--- src/common/cache_pkg.sv ---
// ~~~~~~~~~~~~~~~~~~~~~~~~~~~~~~~~~~~~~~~~~~~~~~~~~~~~~~~~~~~~~~~~~~~~~
// Shared widths and payload types of the cache bank.
// A core address is a word address. The low WORD_SEL_BITS select a
// word of the four-word line and the upper bits form the line address.
// The memory side always moves whole lines with line byte enables.
// ~~~~~~~~~~~~~~~~~~~~~~~~~~~~~~~~~~~~~~~~~~~~~~~~~~~~~~~~~~~~~~~~~~~~~
package cache_pkg;

    localparam int WORD_WIDTH    = 32;
    localparam int WORD_BYTES    = WORD_WIDTH / 8;
    localparam int LINE_WORDS    = 4;
    localparam int ADDR_WIDTH    = 16;
    localparam int REQ_TAG_WIDTH = 8;

    // derived sizes
    localparam int WORD_SEL_BITS   = $clog2(LINE_WORDS);
    localparam int LINE_ADDR_WIDTH = ADDR_WIDTH - WORD_SEL_BITS;
    localparam int LINE_WIDTH      = WORD_WIDTH * LINE_WORDS;
    localparam int LINE_BYTES      = WORD_BYTES * LINE_WORDS;

    typedef logic [WORD_WIDTH-1:0]      word_t;
    typedef logic [WORD_BYTES-1:0]      word_byteen_t;
    typedef logic [LINE_WIDTH-1:0]      line_t;
    typedef logic [LINE_BYTES-1:0]      line_byteen_t;
    typedef logic [ADDR_WIDTH-1:0]      word_addr_t;
    typedef logic [LINE_ADDR_WIDTH-1:0] line_addr_t;

    typedef struct packed {
        logic                     rw;
        word_addr_t               addr;
        word_byteen_t             byteen;
        word_t                    data;
        logic [REQ_TAG_WIDTH-1:0] tag;
    } core_req_t;

    typedef struct packed {
        word_t                    data;
        logic [REQ_TAG_WIDTH-1:0] tag;
    } core_rsp_t;

    // rw low is a line read, byteen and data then carry nothing
    typedef struct packed {
        logic         rw;
        line_addr_t   addr;
        line_byteen_t byteen;
        line_t        data;
    } mem_req_t;

endpackage
--- src/bank/cache_bank.sv ---
// ~~~~~~~~~~~~~~~~~~~~~~~~~~~~~~~~~~~~~~~~~~~~~~~~~~~~~~~~~~~~~~~~~~~~~
// Direct-mapped write-through cache bank with no write-allocate.
// Only one read miss can be outstanding. The core is held off while it
// is pending, so a memory response always answers that single miss.
// NUM_LINES must be a power of two and at least 2.
// MREQ_DEPTH must be at least 4 for the almost-full hold-off to work.
// ~~~~~~~~~~~~~~~~~~~~~~~~~~~~~~~~~~~~~~~~~~~~~~~~~~~~~~~~~~~~~~~~~~~~~
module cache_bank #(
    parameter int NUM_LINES  = 16,
    parameter int RSP_DEPTH  = 4,
    parameter int MREQ_DEPTH = 8
) (
    input  logic                 clk,
    input  logic                 reset,
    input  logic                 core_req_valid,
    input  cache_pkg::core_req_t core_req,
    output logic                 core_req_ready,
    output logic                 core_rsp_valid,
    output cache_pkg::core_rsp_t core_rsp,
    input  logic                 core_rsp_ready,
    output logic                 mem_req_valid,
    output cache_pkg::mem_req_t  mem_req,
    input  logic                 mem_req_ready,
    input  logic                 mem_rsp_valid,
    input  cache_pkg::line_t     mem_rsp_data,
    output logic                 mem_rsp_ready
);
    import cache_pkg::*;

    // replay when neither flag is set
    typedef struct packed {
        logic      is_fill;
        logic      is_creq;
        core_req_t req;
        line_t     fill_data;
    } stage_t;

    stage_t     stage_in, st0, st1;
    logic       valid_in, valid_st0, valid_st1, hit_st1, pipe_stall;
    logic       replay_valid, replay_ready, miss_busy, fill_fire, allocate;
    logic       mem_rd_valid, mem_rd_taken, rsp_full, rsp_empty;
    logic       mreq_push, mreq_full, mreq_alm_full, mreq_empty;
    logic       creq_rd_st0, rd_st1, wr_st1, rsp_push_st1;
    core_req_t  replay_req;
    line_addr_t mem_rd_addr, fill_addr;
    word_t      read_data_st1;
    core_rsp_t  rsp_in;
    mem_req_t   mreq_in;

    // replay first, then fill, then core
    assign replay_ready   = ~pipe_stall;
    assign mem_rsp_ready  = ~replay_valid && ~pipe_stall;
    assign creq_rd_st0    = valid_st0 && st0.is_creq && ~st0.req.rw;
    assign core_req_ready = ~replay_valid && ~mem_rsp_valid && ~pipe_stall && ~miss_busy
                         && ~creq_rd_st0 && ~(rd_st1 && st1.is_creq) && ~mreq_alm_full;
    assign fill_fire      = mem_rsp_valid && mem_rsp_ready;
    assign valid_in       = (replay_valid && replay_ready) || fill_fire
                         || (core_req_valid && core_req_ready);

    always_comb begin
        stage_in.is_fill   = ~replay_valid && mem_rsp_valid;
        stage_in.is_creq   = ~replay_valid && ~mem_rsp_valid;
        stage_in.req       = replay_valid ? replay_req : core_req;
        stage_in.fill_data = mem_rsp_data;
        if (stage_in.is_fill) begin
            stage_in.req.rw   = 1'b0;
            stage_in.req.addr = {fill_addr, {WORD_SEL_BITS{1'b0}}};
        end
    end

    always_ff @(posedge clk) begin
        if (reset) begin
            valid_st0 <= 1'b0;
            valid_st1 <= 1'b0;
        end else if (~pipe_stall) begin
            valid_st0 <= valid_in;
            valid_st1 <= valid_st0;
        end
    end

    always_ff @(posedge clk) begin
        if (~pipe_stall) begin
            st0 <= stage_in;
            st1 <= st0;
        end
    end

    bank_tags #(.NUM_LINES(NUM_LINES)) tags_i (
        .clk       (clk),
        .reset     (reset),
        .stall     (pipe_stall),
        .lookup    (valid_st0 && ~st0.is_fill),
        .fill      (valid_st0 && st0.is_fill),
        .line_addr (st0.req.addr[ADDR_WIDTH-1:WORD_SEL_BITS]),
        .hit       (hit_st1)
    );

    // stage 1 decisions, replays always hit
    assign rd_st1       = valid_st1 && ~st1.is_fill && ~st1.req.rw;
    assign wr_st1       = valid_st1 && st1.is_creq && st1.req.rw;
    assign rsp_push_st1 = rd_st1 && hit_st1;
    assign allocate     = rd_st1 && st1.is_creq && ~hit_st1 && ~pipe_stall;
    // the miss line read takes the queue port from a stage-1 write
    assign pipe_stall   = (rsp_push_st1 && rsp_full) || (wr_st1 && mem_rd_valid);

    bank_data #(.NUM_LINES(NUM_LINES)) data_i (
        .clk        (clk),
        .stall      (pipe_stall),
        .line_addr  (st1.req.addr[ADDR_WIDTH-1:WORD_SEL_BITS]),
        .word_sel   (st1.req.addr[WORD_SEL_BITS-1:0]),
        .write      (wr_st1 && hit_st1),
        .byteen     (st1.req.byteen),
        .write_data (st1.req.data),
        .fill       (valid_st1 && st1.is_fill),
        .fill_data  (st1.fill_data),
        .read_data  (read_data_st1)
    );

    miss_entry miss_i (
        .clk          (clk),
        .reset        (reset),
        .allocate     (allocate),
        .alloc_req    (st1.req),
        .busy         (miss_busy),
        .mem_rd_valid (mem_rd_valid),
        .mem_rd_addr  (mem_rd_addr),
        .mem_rd_taken (mem_rd_taken),
        .fill_fire    (fill_fire),
        .fill_addr    (fill_addr),
        .replay_valid (replay_valid),
        .replay_req   (replay_req),
        .replay_ready (replay_ready)
    );

    assign rsp_in = '{data: read_data_st1, tag: st1.req.tag};

    stream_fifo #(.payload_t(core_rsp_t), .DEPTH(RSP_DEPTH)) rsp_queue_i (
        .clk       (clk),
        .reset     (reset),
        .push      (rsp_push_st1 && ~pipe_stall),
        .push_data (rsp_in),
        .pop       (core_rsp_valid && core_rsp_ready),
        .pop_data  (core_rsp),
        .empty     (rsp_empty),
        .full      (rsp_full),
        .alm_full  ()
    );

    assign core_rsp_valid = ~rsp_empty;

    // write-through word goes out replicated with its byte lanes enabled
    always_comb begin
        mreq_in.rw     = ~mem_rd_valid;
        mreq_in.addr   = mem_rd_valid ? mem_rd_addr : st1.req.addr[ADDR_WIDTH-1:WORD_SEL_BITS];
        mreq_in.data   = {LINE_WORDS{st1.req.data}};
        mreq_in.byteen = '1;
        if (~mem_rd_valid) begin
            mreq_in.byteen = '0;
            mreq_in.byteen[st1.req.addr[WORD_SEL_BITS-1:0]*WORD_BYTES +: WORD_BYTES] =
                st1.req.byteen;
        end
    end

    assign mem_rd_taken = mem_rd_valid && ~mreq_full;
    assign mreq_push    = mem_rd_taken || (wr_st1 && ~pipe_stall);

    stream_fifo #(.payload_t(mem_req_t), .DEPTH(MREQ_DEPTH)) mreq_queue_i (
        .clk       (clk),
        .reset     (reset),
        .push      (mreq_push),
        .push_data (mreq_in),
        .pop       (mem_req_valid && mem_req_ready),
        .pop_data  (mem_req),
        .empty     (mreq_empty),
        .full      (mreq_full),
        .alm_full  (mreq_alm_full)
    );

    assign mem_req_valid = ~mreq_empty;

endmodule

--- src/bank/miss_entry.sv ---
// ~~~~~~~~~~~~~~~~~~~~~~~~~~~~~~~~~~~~~~~~~~~~~~~~~~~~~~~~~~~~~~~~~~~~~
// Single outstanding read miss.
// Allocation is only honoured while idle. The bank keeps new core
// requests out while busy is high. A fill seen outside the wait state
// is ignored here.
// ~~~~~~~~~~~~~~~~~~~~~~~~~~~~~~~~~~~~~~~~~~~~~~~~~~~~~~~~~~~~~~~~~~~~~
module miss_entry (
    input  logic                  clk,
    input  logic                  reset,
    input  logic                  allocate,
    input  cache_pkg::core_req_t  alloc_req,
    output logic                  busy,
    output logic                  mem_rd_valid,
    output cache_pkg::line_addr_t mem_rd_addr,
    input  logic                  mem_rd_taken,
    input  logic                  fill_fire,
    output cache_pkg::line_addr_t fill_addr,
    output logic                  replay_valid,
    output cache_pkg::core_req_t  replay_req,
    input  logic                  replay_ready
);
    import cache_pkg::*;

    typedef enum logic [1:0] {
        st_idle,
        st_send,
        st_wait,
        st_replay
    } state_t;

    state_t    state;
    core_req_t req_q;

    always_ff @(posedge clk) begin
        if (reset) begin
            state <= st_idle;
        end else begin
            case (state)
                st_idle:   if (allocate) state <= st_send;
                st_send:   if (mem_rd_taken) state <= st_wait;
                st_wait:   if (fill_fire) state <= st_replay;
                st_replay: if (replay_ready) state <= st_idle;
                default:   state <= st_idle;
            endcase
        end
    end

    always_ff @(posedge clk) begin
        if (allocate && state == st_idle) begin
            req_q <= alloc_req;
        end
    end

    assign busy         = (state != st_idle);
    assign mem_rd_valid = (state == st_send);
    assign mem_rd_addr  = req_q.addr[ADDR_WIDTH-1:WORD_SEL_BITS];
    assign fill_addr    = req_q.addr[ADDR_WIDTH-1:WORD_SEL_BITS];
    // replayed read goes back through the pipeline as a hit
    assign replay_valid = (state == st_replay);
    assign replay_req   = req_q;

endmodule

--- src/bank/bank_data.sv ---
// ~~~~~~~~~~~~~~~~~~~~~~~~~~~~~~~~~~~~~~~~~~~~~~~~~~~~~~~~~~~~~~~~~~~~~
// Line data store of the bank, used in stage 1.
// Writes are synchronous and the read is combinational, so a read in
// the cycle after a write already sees the new bytes.
// A fill takes precedence over a write hit to the same cycle.
// ~~~~~~~~~~~~~~~~~~~~~~~~~~~~~~~~~~~~~~~~~~~~~~~~~~~~~~~~~~~~~~~~~~~~~
module bank_data #(
    parameter int NUM_LINES = 16
) (
    input  logic                                clk,
    input  logic                                stall,
    input  cache_pkg::line_addr_t               line_addr,
    input  logic [cache_pkg::WORD_SEL_BITS-1:0] word_sel,
    input  logic                                write,
    input  cache_pkg::word_byteen_t             byteen,
    input  cache_pkg::word_t                    write_data,
    input  logic                                fill,
    input  cache_pkg::line_t                    fill_data,
    output cache_pkg::word_t                    read_data
);
    import cache_pkg::*;

    localparam int IDX_BITS = $clog2(NUM_LINES);

    line_t               lines [NUM_LINES];
    line_t               merged;
    logic [IDX_BITS-1:0] idx;

    assign idx = line_addr[IDX_BITS-1:0];

    assign read_data = lines[idx][word_sel*WORD_WIDTH +: WORD_WIDTH];

    // current line with the enabled bytes of the selected word replaced
    always_comb begin
        merged = lines[idx];
        for (int b = 0; b < WORD_BYTES; b++) begin
            if (byteen[b]) begin
                merged[word_sel*WORD_WIDTH + b*8 +: 8] = write_data[b*8 +: 8];
            end
        end
    end

    always_ff @(posedge clk) begin
        if (~stall) begin
            if (fill) begin
                lines[idx] <= fill_data;
            end else if (write) begin
                lines[idx] <= merged;
            end
        end
    end

endmodule

--- src/bank/bank_tags.sv ---
// ~~~~~~~~~~~~~~~~~~~~~~~~~~~~~~~~~~~~~~~~~~~~~~~~~~~~~~~~~~~~~~~~~~~~~
// Tag and valid store of the direct-mapped bank.
// Lookup and fill both act in stage 0. The hit flag is registered, so
// it lines up with the request in stage 1.
// NUM_LINES must be a power of two and at least 2.
// ~~~~~~~~~~~~~~~~~~~~~~~~~~~~~~~~~~~~~~~~~~~~~~~~~~~~~~~~~~~~~~~~~~~~~
module bank_tags #(
    parameter int NUM_LINES = 16
) (
    input  logic                  clk,
    input  logic                  reset,
    input  logic                  stall,
    input  logic                  lookup,
    input  logic                  fill,
    input  cache_pkg::line_addr_t line_addr,
    output logic                  hit
);
    import cache_pkg::*;

    localparam int IDX_BITS = $clog2(NUM_LINES);
    localparam int TAG_BITS = LINE_ADDR_WIDTH - IDX_BITS;

    logic [NUM_LINES-1:0] valid_q;
    logic [TAG_BITS-1:0]  tag_mem [NUM_LINES];
    logic [IDX_BITS-1:0]  idx;
    logic [TAG_BITS-1:0]  tag;

    assign idx = line_addr[IDX_BITS-1:0];
    assign tag = line_addr[LINE_ADDR_WIDTH-1:IDX_BITS];

    always_ff @(posedge clk) begin
        if (reset) begin
            valid_q <= '0;
            hit     <= 1'b0;
        end else if (~stall) begin
            if (fill) begin
                valid_q[idx] <= 1'b1;
            end
            hit <= lookup && valid_q[idx] && (tag_mem[idx] == tag);
        end
    end

    // stored tags only matter once their valid bit is set
    always_ff @(posedge clk) begin
        if (~stall && fill) begin
            tag_mem[idx] <= tag;
        end
    end

endmodule

--- src/logic/stream_fifo.sv ---
// ~~~~~~~~~~~~~~~~~~~~~~~~~~~~~~~~~~~~~~~~~~~~~~~~~~~~~~~~~~~~~~~~~~~~~
// Synchronous FIFO with a payload given by type parameter.
// A push into a full FIFO or a pop from an empty one is ignored, so
// the user checks full and empty first.
// pop_data shows the head entry while empty is low.
// alm_full is high with two or fewer free slots.
// ~~~~~~~~~~~~~~~~~~~~~~~~~~~~~~~~~~~~~~~~~~~~~~~~~~~~~~~~~~~~~~~~~~~~~
module stream_fifo #(
    parameter type payload_t = logic [7:0],
    parameter int  DEPTH     = 4
) (
    input  logic     clk,
    input  logic     reset,
    input  logic     push,
    input  payload_t push_data,
    input  logic     pop,
    output payload_t pop_data,
    output logic     empty,
    output logic     full,
    output logic     alm_full
);
    localparam int PTR_BITS = (DEPTH > 1) ? $clog2(DEPTH) : 1;
    localparam int CNT_BITS = $clog2(DEPTH + 1);

    payload_t            slots [DEPTH];
    logic [PTR_BITS-1:0] rd_ptr, wr_ptr;
    logic [CNT_BITS-1:0] count;
    logic                do_push, do_pop;

    assign do_push = push && ~full;
    assign do_pop  = pop && ~empty;

    always_ff @(posedge clk) begin
        if (reset) begin
            rd_ptr <= '0;
            wr_ptr <= '0;
            count  <= '0;
        end else begin
            if (do_push) begin
                wr_ptr <= (wr_ptr == PTR_BITS'(DEPTH - 1)) ? '0 : wr_ptr + 1'b1;
            end
            if (do_pop) begin
                rd_ptr <= (rd_ptr == PTR_BITS'(DEPTH - 1)) ? '0 : rd_ptr + 1'b1;
            end
            if (do_push && ~do_pop) begin
                count <= count + 1'b1;
            end else if (do_pop && ~do_push) begin
                count <= count - 1'b1;
            end
        end
    end

    always_ff @(posedge clk) begin
        if (do_push) begin
            slots[wr_ptr] <= push_data;
        end
    end

    assign pop_data = slots[rd_ptr];
    assign empty    = (count == '0);
    assign full     = (count == CNT_BITS'(DEPTH));
    assign alm_full = (int'(count) + 2 >= DEPTH);

endmodule

--- config.mk ---
export PLATFORM = sky130hd
export DESIGN_NAME = cache_bank
export DESIGN_NICKNAME = d
export VERILOG_FILES = /design/src/common/cache_pkg.sv /design/src/bank/cache_bank.sv /design/src/bank/miss_entry.sv /design/src/bank/bank_data.sv /design/src/bank/bank_tags.sv /design/src/logic/stream_fifo.sv
export SDC_FILE = /design/constraint.sdc
export NUM_CORES = 2
export LEC_CHECK = 0
export BUFFER_PORTS_ARGS = -buffer_cell sky130_fd_sc_hd__buf_2
export CAP_MARGIN = 5
export CORE_MARGIN = 5
export CORE_UTILIZATION = 30
export DETAILED_ROUTE_END_ITERATION = 10
export REMOVE_ABC_BUFFERS = 1
export SETUP_SLACK_MARGIN = 0.5
export SLEW_MARGIN = 15
export SYNTH_ARGS = -nofsm -noshare
export SYNTH_HDL_FRONTEND = slang
export SYNTH_SLANG_ARGS = --single-unit
export TNS_END_PERCENT = 20
--- constraint.sdc ---
create_clock -name clk -period 37.5 [get_ports clk]
set_clock_uncertainty 0.1 [all_clocks]
set_input_delay 5.625 -clock clk [delete_from_list [all_inputs] [get_ports clk]]
set_output_delay 5.625 -clock clk [all_outputs]
set_load 0.03 [all_outputs]
Yosys cells after proc, flatten, opt, wreduce, memory -nomap -nowiden --
Memory sizes are Yosys's and may differ from the RTL's. A register that Yosys moved wholly into a read port is not among the register bits. Cells that the tools add are included.
Storage, ports and cells: register bits after elaboration 481, bits in writable memories 3640, bits of input ports 195, output and inout bits 203, logic and storage cells 212, memories kept 4
Memory list:
- data_i.lines | words 16, bits a word 128, read ports 1, clocked after memory_dff 1, wr ports 1, line bank_data.sv:25 | line_t lines [NUM_LINES];
- mreq_queue_i.slots | words 8, bits a word 159, read ports 1, clocked after memory_dff 1, wr ports 1, line stream_fifo.sv:25 | payload_t slots [DEPTH];
- rsp_queue_i.slots | words 4, bits a word 40, read ports 1, clocked after memory_dff 1, wr ports 1, line stream_fifo.sv:25
- tags_i.tag_mem | words 16, bits a word 10, read ports 1, clocked after memory_dff 1, wr ports 1, line bank_tags.sv:24 | logic [TAG_BITS-1:0] tag_mem [NUM_LINES];
Operators by class: add/sub/neg operators 17, magnitude comparators 3, equal/unequal tests 14, shifts and indexed selects 11, muxes and demuxes 49, bitwise gates (word level) 24, reduce and logical (&&, ||, !) cells 57
Operator list (count):
- 128-bit 2-to-1 mux | 5
- 128-bit bitwise mux | 4
- 8-bit by 34-bit variable shift with 128-bit output (first input constant) | 4
- 8-bit by 34-bit indexed part select with 128-bit output | 4
- 128-bit by 8-bit indexed part select with 32-bit output | 1
- 32-bit negator with 34-bit output | 3
- 61-bit 2-to-1 mux | 1
- 1-bit logical AND | 45
- 4-bit negator with 34-bit output | 1
- 7-bit negator with 34-bit output | 1
- 4-bit by 34-bit variable shift with 16-bit output (first input constant) | 1
- 4-bit by 34-bit indexed part select with 16-bit output | 1
- 32-bit by 5-bit greater-or-equal comparator with 1-bit output (second input constant) | 1
- 16-bit 2-to-1 mux | 2
- 1-bit NOT | 21
- 3-bit 2-to-1 mux | 6
- 7-bit by 5-bit adder with 8-bit output (second input constant) | 2
- 16-bit bitwise AND | 1
- 2-bit 2-to-1 mux | 8
- 4-bit 2-to-1 mux | 4
- 16-bit bitwise OR | 1
- 1-bit 2-to-1 mux | 15
- 14-bit 2-to-1 mux | 1
- 10-bit equality test | 1
- other kinds (26) | 41

Depth between registers and ports, before layout --
depth after elaboration 14, mapped depth 12, depth with buffers taken out 12

Cells and area by module --
A second synthesis with hierarchy kept.
Second synthesis, totals: cell total of the unflattened synthesis 7046, area total of the unflattened synthesis 156857.9 um^2
By module, submodules not included:
- bank_data | times used 1, cells an instance 3790, area an instance 80018.0 um^2, seq. area each 61499.0 um^2
- stream_fifo (mreq_queue_i) | times used 1, cells an instance 1919, area an instance 48253.8 um^2, seq. area each 38456.9 um^2
- cache_bank | times used 1, cells an instance 576, area an instance 12996.2 um^2, seq. area each 11511.0 um^2
- bank_tags | times used 1, cells an instance 392, area an instance 7104.3 um^2, seq. area each 5144.9 um^2
- stream_fifo (rsp_queue_i) | times used 1, cells an instance 260, area an instance 6256.0 um^2, seq. area each 4984.8 um^2
- miss_entry | times used 1, cells an instance 109, area an instance 2229.6 um^2, seq. area each 1871.8 um^2

Worst setup path after synthesis --
OpenSTA, ideal clock, no wires.
path type flip-flop to flip-flop, from register miss_i.state[1], to register st1 (netlist bit mreq_in[0]), enable pin, setup time 0.899 ns, arrival time 11.517 ns, required time 36.501 ns, slack 24.984 ns, cell stages (with the launch flop) 6, buffers on the path 1, clock period less this slack 12.516 ns, cells stage by stage dfxtp_1 -> inv_1 -> ha_1 -> a32o_1 -> inv_2 -> clkbuf_1
On the way: longest elaborated chain between the ends 3
Ends and longest elaborated chain:
- start: declaration | line miss_entry.sv:31 | state_t state;
- start signal: assignment | line miss_entry.sv:36 | state <= st_idle;
- start signal: assignment | line miss_entry.sv:39 | st_idle: if (allocate) state <= st_send;
- start signal: assignment | line miss_entry.sv:40 | st_send: if (mem_rd_taken) state <= st_wait;
- 2-bit by 1-bit equality test with 1-bit output | line miss_entry.sv:55 | assign mem_rd_valid = (state == st_send);
- 1-bit logical AND | line cache_bank.sv:104 | assign pipe_stall = (rsp_push_st1 && rsp_full) || (wr_st1 && mem_rd_valid);
- 1-bit logical OR | line cache_bank.sv:104
- end signal: assignment | line cache_bank.sv:84 | st1 <= st0;
- end: declaration | line cache_bank.sv:38 | stage_t stage_in, st0, st1;
No other way between the ends. A chain may end at the register's enable or synchronous reset.

Final worst setup path --
from input port mem_rsp_valid, to output port core_req_ready
On the way: longest elaborated chain between the ends 7
Ends and longest elaborated chain:
- start: declaration | line cache_bank.sv:24 | input logic mem_rsp_valid,
- 1-bit NOT | line cache_bank.sv:54 | assign core_req_ready = ~replay_valid && ~mem_rsp_valid && ~pipe_stall && ~miss_busy
- 1-bit logical AND (3 in a row) | line cache_bank.sv:54
- 1-bit logical AND (3 in a row) | line cache_bank.sv:55 | && ~creq_rd_st0 && ~(rd_st1 && st1.is_creq) && ~mreq_alm_full;
- end: declaration | line cache_bank.sv:17 | output logic core_req_ready,
No other way between the ends.

==> results.sh <==
export IMPL_start_util=0.301
export IMPL_drt_vias_per_instance=4.99
export IMPL_yosysTopAreaCellShare=0.773
export IMPL_hold_violations=0
export IMPL_sw_frac_of_total=0.248
export IMPL_powerDensity_nw_per_um2=59.6
export IMPL_die_w_um=665
export IMPL_timing_hold_ws_ps=304
export IMPL_synth_cell_types=60
export IMPL_grt_busiest_layer="met2"
export IMPL_die_area_um2=442000
export IMPL_regToRegEndpoint="data_i.lines[4][87]$_DFFE_PP_"
export IMPL_timing_fmax_mhz=84.0
export IMPL_vias=60616
export IMPL_cts_setup_buffers=0
export IMPL_crit_path_end_kind="output pin"
export IMPL_setup_ws_ps=25590
export IMPL_max_slew_margin=0.205
export IMPL_cp_max_fo=5
export IMPL_synthCells=5611
export IMPL_timing_reg2reg_setup_slack_ps=31450
export IMPL_synth_top_flop_cell="edfxtp_1"
export IMPL_finalSetupTns_ps=0
export IMPL_synth_area_leader_cell="edfxtp_1"
export IMPL_gr_usage_all_layers=0.150
export IMPL_ctsResizeCount=0
export IMPL_min_from="st0[60]$_DFFE_PN_"
export IMPL_avgSynthCellArea_um2=22.9
export IMPL_ant_nets=0
export IMPL_grt_overflow_total=0
export IMPL_synth_common_cells="edfxtp_1 (3315), mux4_2 (863), nand2_1 (222)"
export IMPL_p_seq_frac=0.489
export IMPL_combPwrFrac=0.119
export IMPL_rows=240
export IMPL_drt_first_pass_iters=5
export IMPL_clkSinkCount=3366
export IMPL_yosysMostFrequentCell="edfxtp_1"
export IMPL_status="completed"
export IMPL_p_switching_w=0.00220
export IMPL_cts_buffers=347
export IMPL_cpPeakStageDelay_ps=220
export IMPL_syn_cell_area_um2=129000
export IMPL_grt_use_met3=0.0271
export IMPL_antenna_found_initial=33
export IMPL_gr_usage_met1=0.200
export IMPL_fin_util=0.349
export IMPL_portBuffers=397
export IMPL_hp_class="flop to flop"
export IMPL_ff2ff_path_depth=9
export IMPL_hpwl_um=189000
export IMPL_fin_area_um2=149000
export IMPL_required_ps=31770
export IMPL_path_clk_slew_ps=60
export IMPL_grt_max_degree=149
export IMPL_dpl_worst_slack_ps=25560
export IMPL_synth_edff_count=3315
export IMPL_tritoncts="done"
export IMPL_clockBufferDepth=4
export IMPL_slew_violations=0
export IMPL_place_gp_congestion=0.734
export IMPL_clk_latency_ps=950
export IMPL_crit_arrival_ps=6180
export IMPL_maxCapViolCount=0
export IMPL_gr_usage_met2=0.253
export IMPL_ir_drop_v=0.0000386
export IMPL_ys_async_sr_fraction=0
export IMPL_tightest_slew_ps=1190
export IMPL_clkPwrFrac=0.391
export IMPL_p_leak_nw=47.1
export IMPL_crit_path_top_delay_cell="and3b_1"
export IMPL_timing_final_crit_share=0.318
export IMPL_crit_start="mem_rsp_valid"
export IMPL_synth_seq_cells=3366
export IMPL_fin_nets=6384
export IMPL_drc=0
export IMPL_path_cells="buf_2 > and3b_1 > buf_2"
export IMPL_die_height_um=665
export IMPL_p_int_w=0.00668
export IMPL_drive_gt1_frac=0.332
export IMPL_first_iter_violations=6121
export IMPL_yosysWarnings=0
export IMPL_cpMostUsedCell="buf_2"
export IMPL_hold_buffers=0
export IMPL_syn2layout_area_growth_pct=15.8
export IMPL_coreArea_um2=428000
export IMPL_period_minus_slack_ps=11910
export IMPL_crit_type="input pin to output pin"
export IMPL_wire_per_inst_um=28.1
export IMPL_io_pins=398
export IMPL_grt_setup_unrepaired="false"
export IMPL_clockRootBuffer="clkbuf_16"
export IMPL_hold_end="st1[60]$_DFFE_PN_"
export IMPL_ys_seq_area_frac=0.781
export IMPL_setup_viol=0
export IMPL_placed_cell_area_um2=138000
export IMPL_grt_pass1_vias=62647
export IMPL_start_kind="input pin"
export IMPL_whs_path_depth=0
export IMPL_routed_wirelength_um=342000
export IMPL_h_tree_depth=5
export IMPL_grt_pass1_wl_um=481000
export IMPL_netlist_top_cells_area="edfxtp_1 (77%), mux4_2 (15%), mux2_2 (1.2%)"
==> power groups by stage <==
stage	Clock [W]	Sequential, W	Combinational (W)
after floorplan	0	0.00447	0.000844
after global placement	0	0.00443	0.00106
after detailed placement	0	0.00443	0.00108
after CTS	0.00355	0.00435	0.00108
after global routing	0.00372	0.00436	0.00113
final	0.00348	0.00435	0.00106
==> kinds of logic after synthesis <==
logic type / share of synthesized area
AND/OR/NAND/NOR: 0.0142
XOR/XNOR: 0.00116
flip-flops: 0.781
buffers and inverters: 0.0171
AO/OA/AOI/OAI: 0.0180
adder cells (fa/ha/maj): 0.00284
multiplexers: 0.166
==> worst max path at each step <==
stage | cells after the start | endpoint
global route | 3 | core_req_ready
global placement | 3 | core_req_ready
detailed placement | 3 | core_req_ready
CTS | 3 | core_req_ready
finish | 3 | core_req_ready
floorplan | 6 | data_i.lines[0][0]$_DFFE_PP_
==> area by class of cell <==
cell class	count	area, um^2
tap	5687	7120
antenna	15	37.5
inverter	16	68.8
clock inverter	224	2480
fill	39301	278000
multi-input combinational	1862	26300
sequential	3366	101000
clock buffer	410	9000
timing repair buffer	568	3530
==> flip-flops by register name, summed over array words and instances (netlist names), 14 cells and up, named ones only <==
register	count
data_i.lines	2048
mreq_queue_i.slots	504
st0	191
rsp_queue_i.slots	160
tags_i.tag_mem	160
st1	151
miss_i.replay_req	47
mreq_in	32
tags_i.valid_q	16
miss_i.fill_addr	14
==> cells in the final DEF (no fill, tap or decap), types with 9 or more instances in the layout <==
| master | netlist | routed |
|---|---|---|
| a211oi_1 | 22 | 22 |
| a21oi_1 | 45 | 45 |
| a22oi_1 | 131 | 131 |
| buf_12 | 0 | 21 |
| buf_2 | 47 | 397 |
| buf_4 | 112 | 150 |
| bufinv_16 | 0 | 41 |
| clkbuf_1 | 130 | 58 |
| clkbuf_16 | 0 | 350 |
| clkinv_1 | 1 | 75 |
| clkinv_2 | 0 | 59 |
| clkinvlp_4 | 0 | 16 |
| dfxtp_1 | 51 | 39 |
| dfxtp_4 | 0 | 9 |
| diode_2 | 0 | 15 |
| edfxtp_1 | 3315 | 3315 |
| ha_1 | 26 | 25 |
| inv_1 | 13 | 13 |
| inv_6 | 0 | 9 |
| mux2_2 | 136 | 136 |
| mux2i_1 | 37 | 37 |
| mux4_2 | 863 | 863 |
| nand2_1 | 222 | 222 |
| nand3_1 | 9 | 9 |
| nor2_1 | 91 | 66 |
| nor2_2 | 0 | 11 |
| nor2_4 | 0 | 14 |
| nor2b_1 | 26 | 26 |
| nor3_1 | 21 | 10 |
| nor3_2 | 0 | 9 |
| o21ai_0 | 35 | 22 |
| o21ai_1 | 99 | 112 |
| xor2_1 | 9 | 9 |
==> worst max-delay path: cells and delay by family <==
kind,cells,cell delay [ps]
buffers and inverters,2,330
AND/OR/NAND/NOR,1,220
==> per-layer routing <==
metal | routed length, um | part of all wire | up-vias
li1 | - | - | 24778
met1 | 139000 | 0.41 | 33092
met2 | 170000 | 0.50 | 2291
met3 | 23200 | 0.068 | 451
met4 | 8990 | 0.026 | 4
met5 | 28 | 0.000082 | -
==> through the flow <==
stage,cells,power (W)
6_report,12148,0.00889
5_1_grt,12135,0.00920
4_1_cts,12124,0.00899
3_5_place_dp,11490,0.00551
3_3_place_gp,11490,0.00549
2_1_floorplan,5244,0.00531
Note: power is estimated with default switching activity, not from simulation.
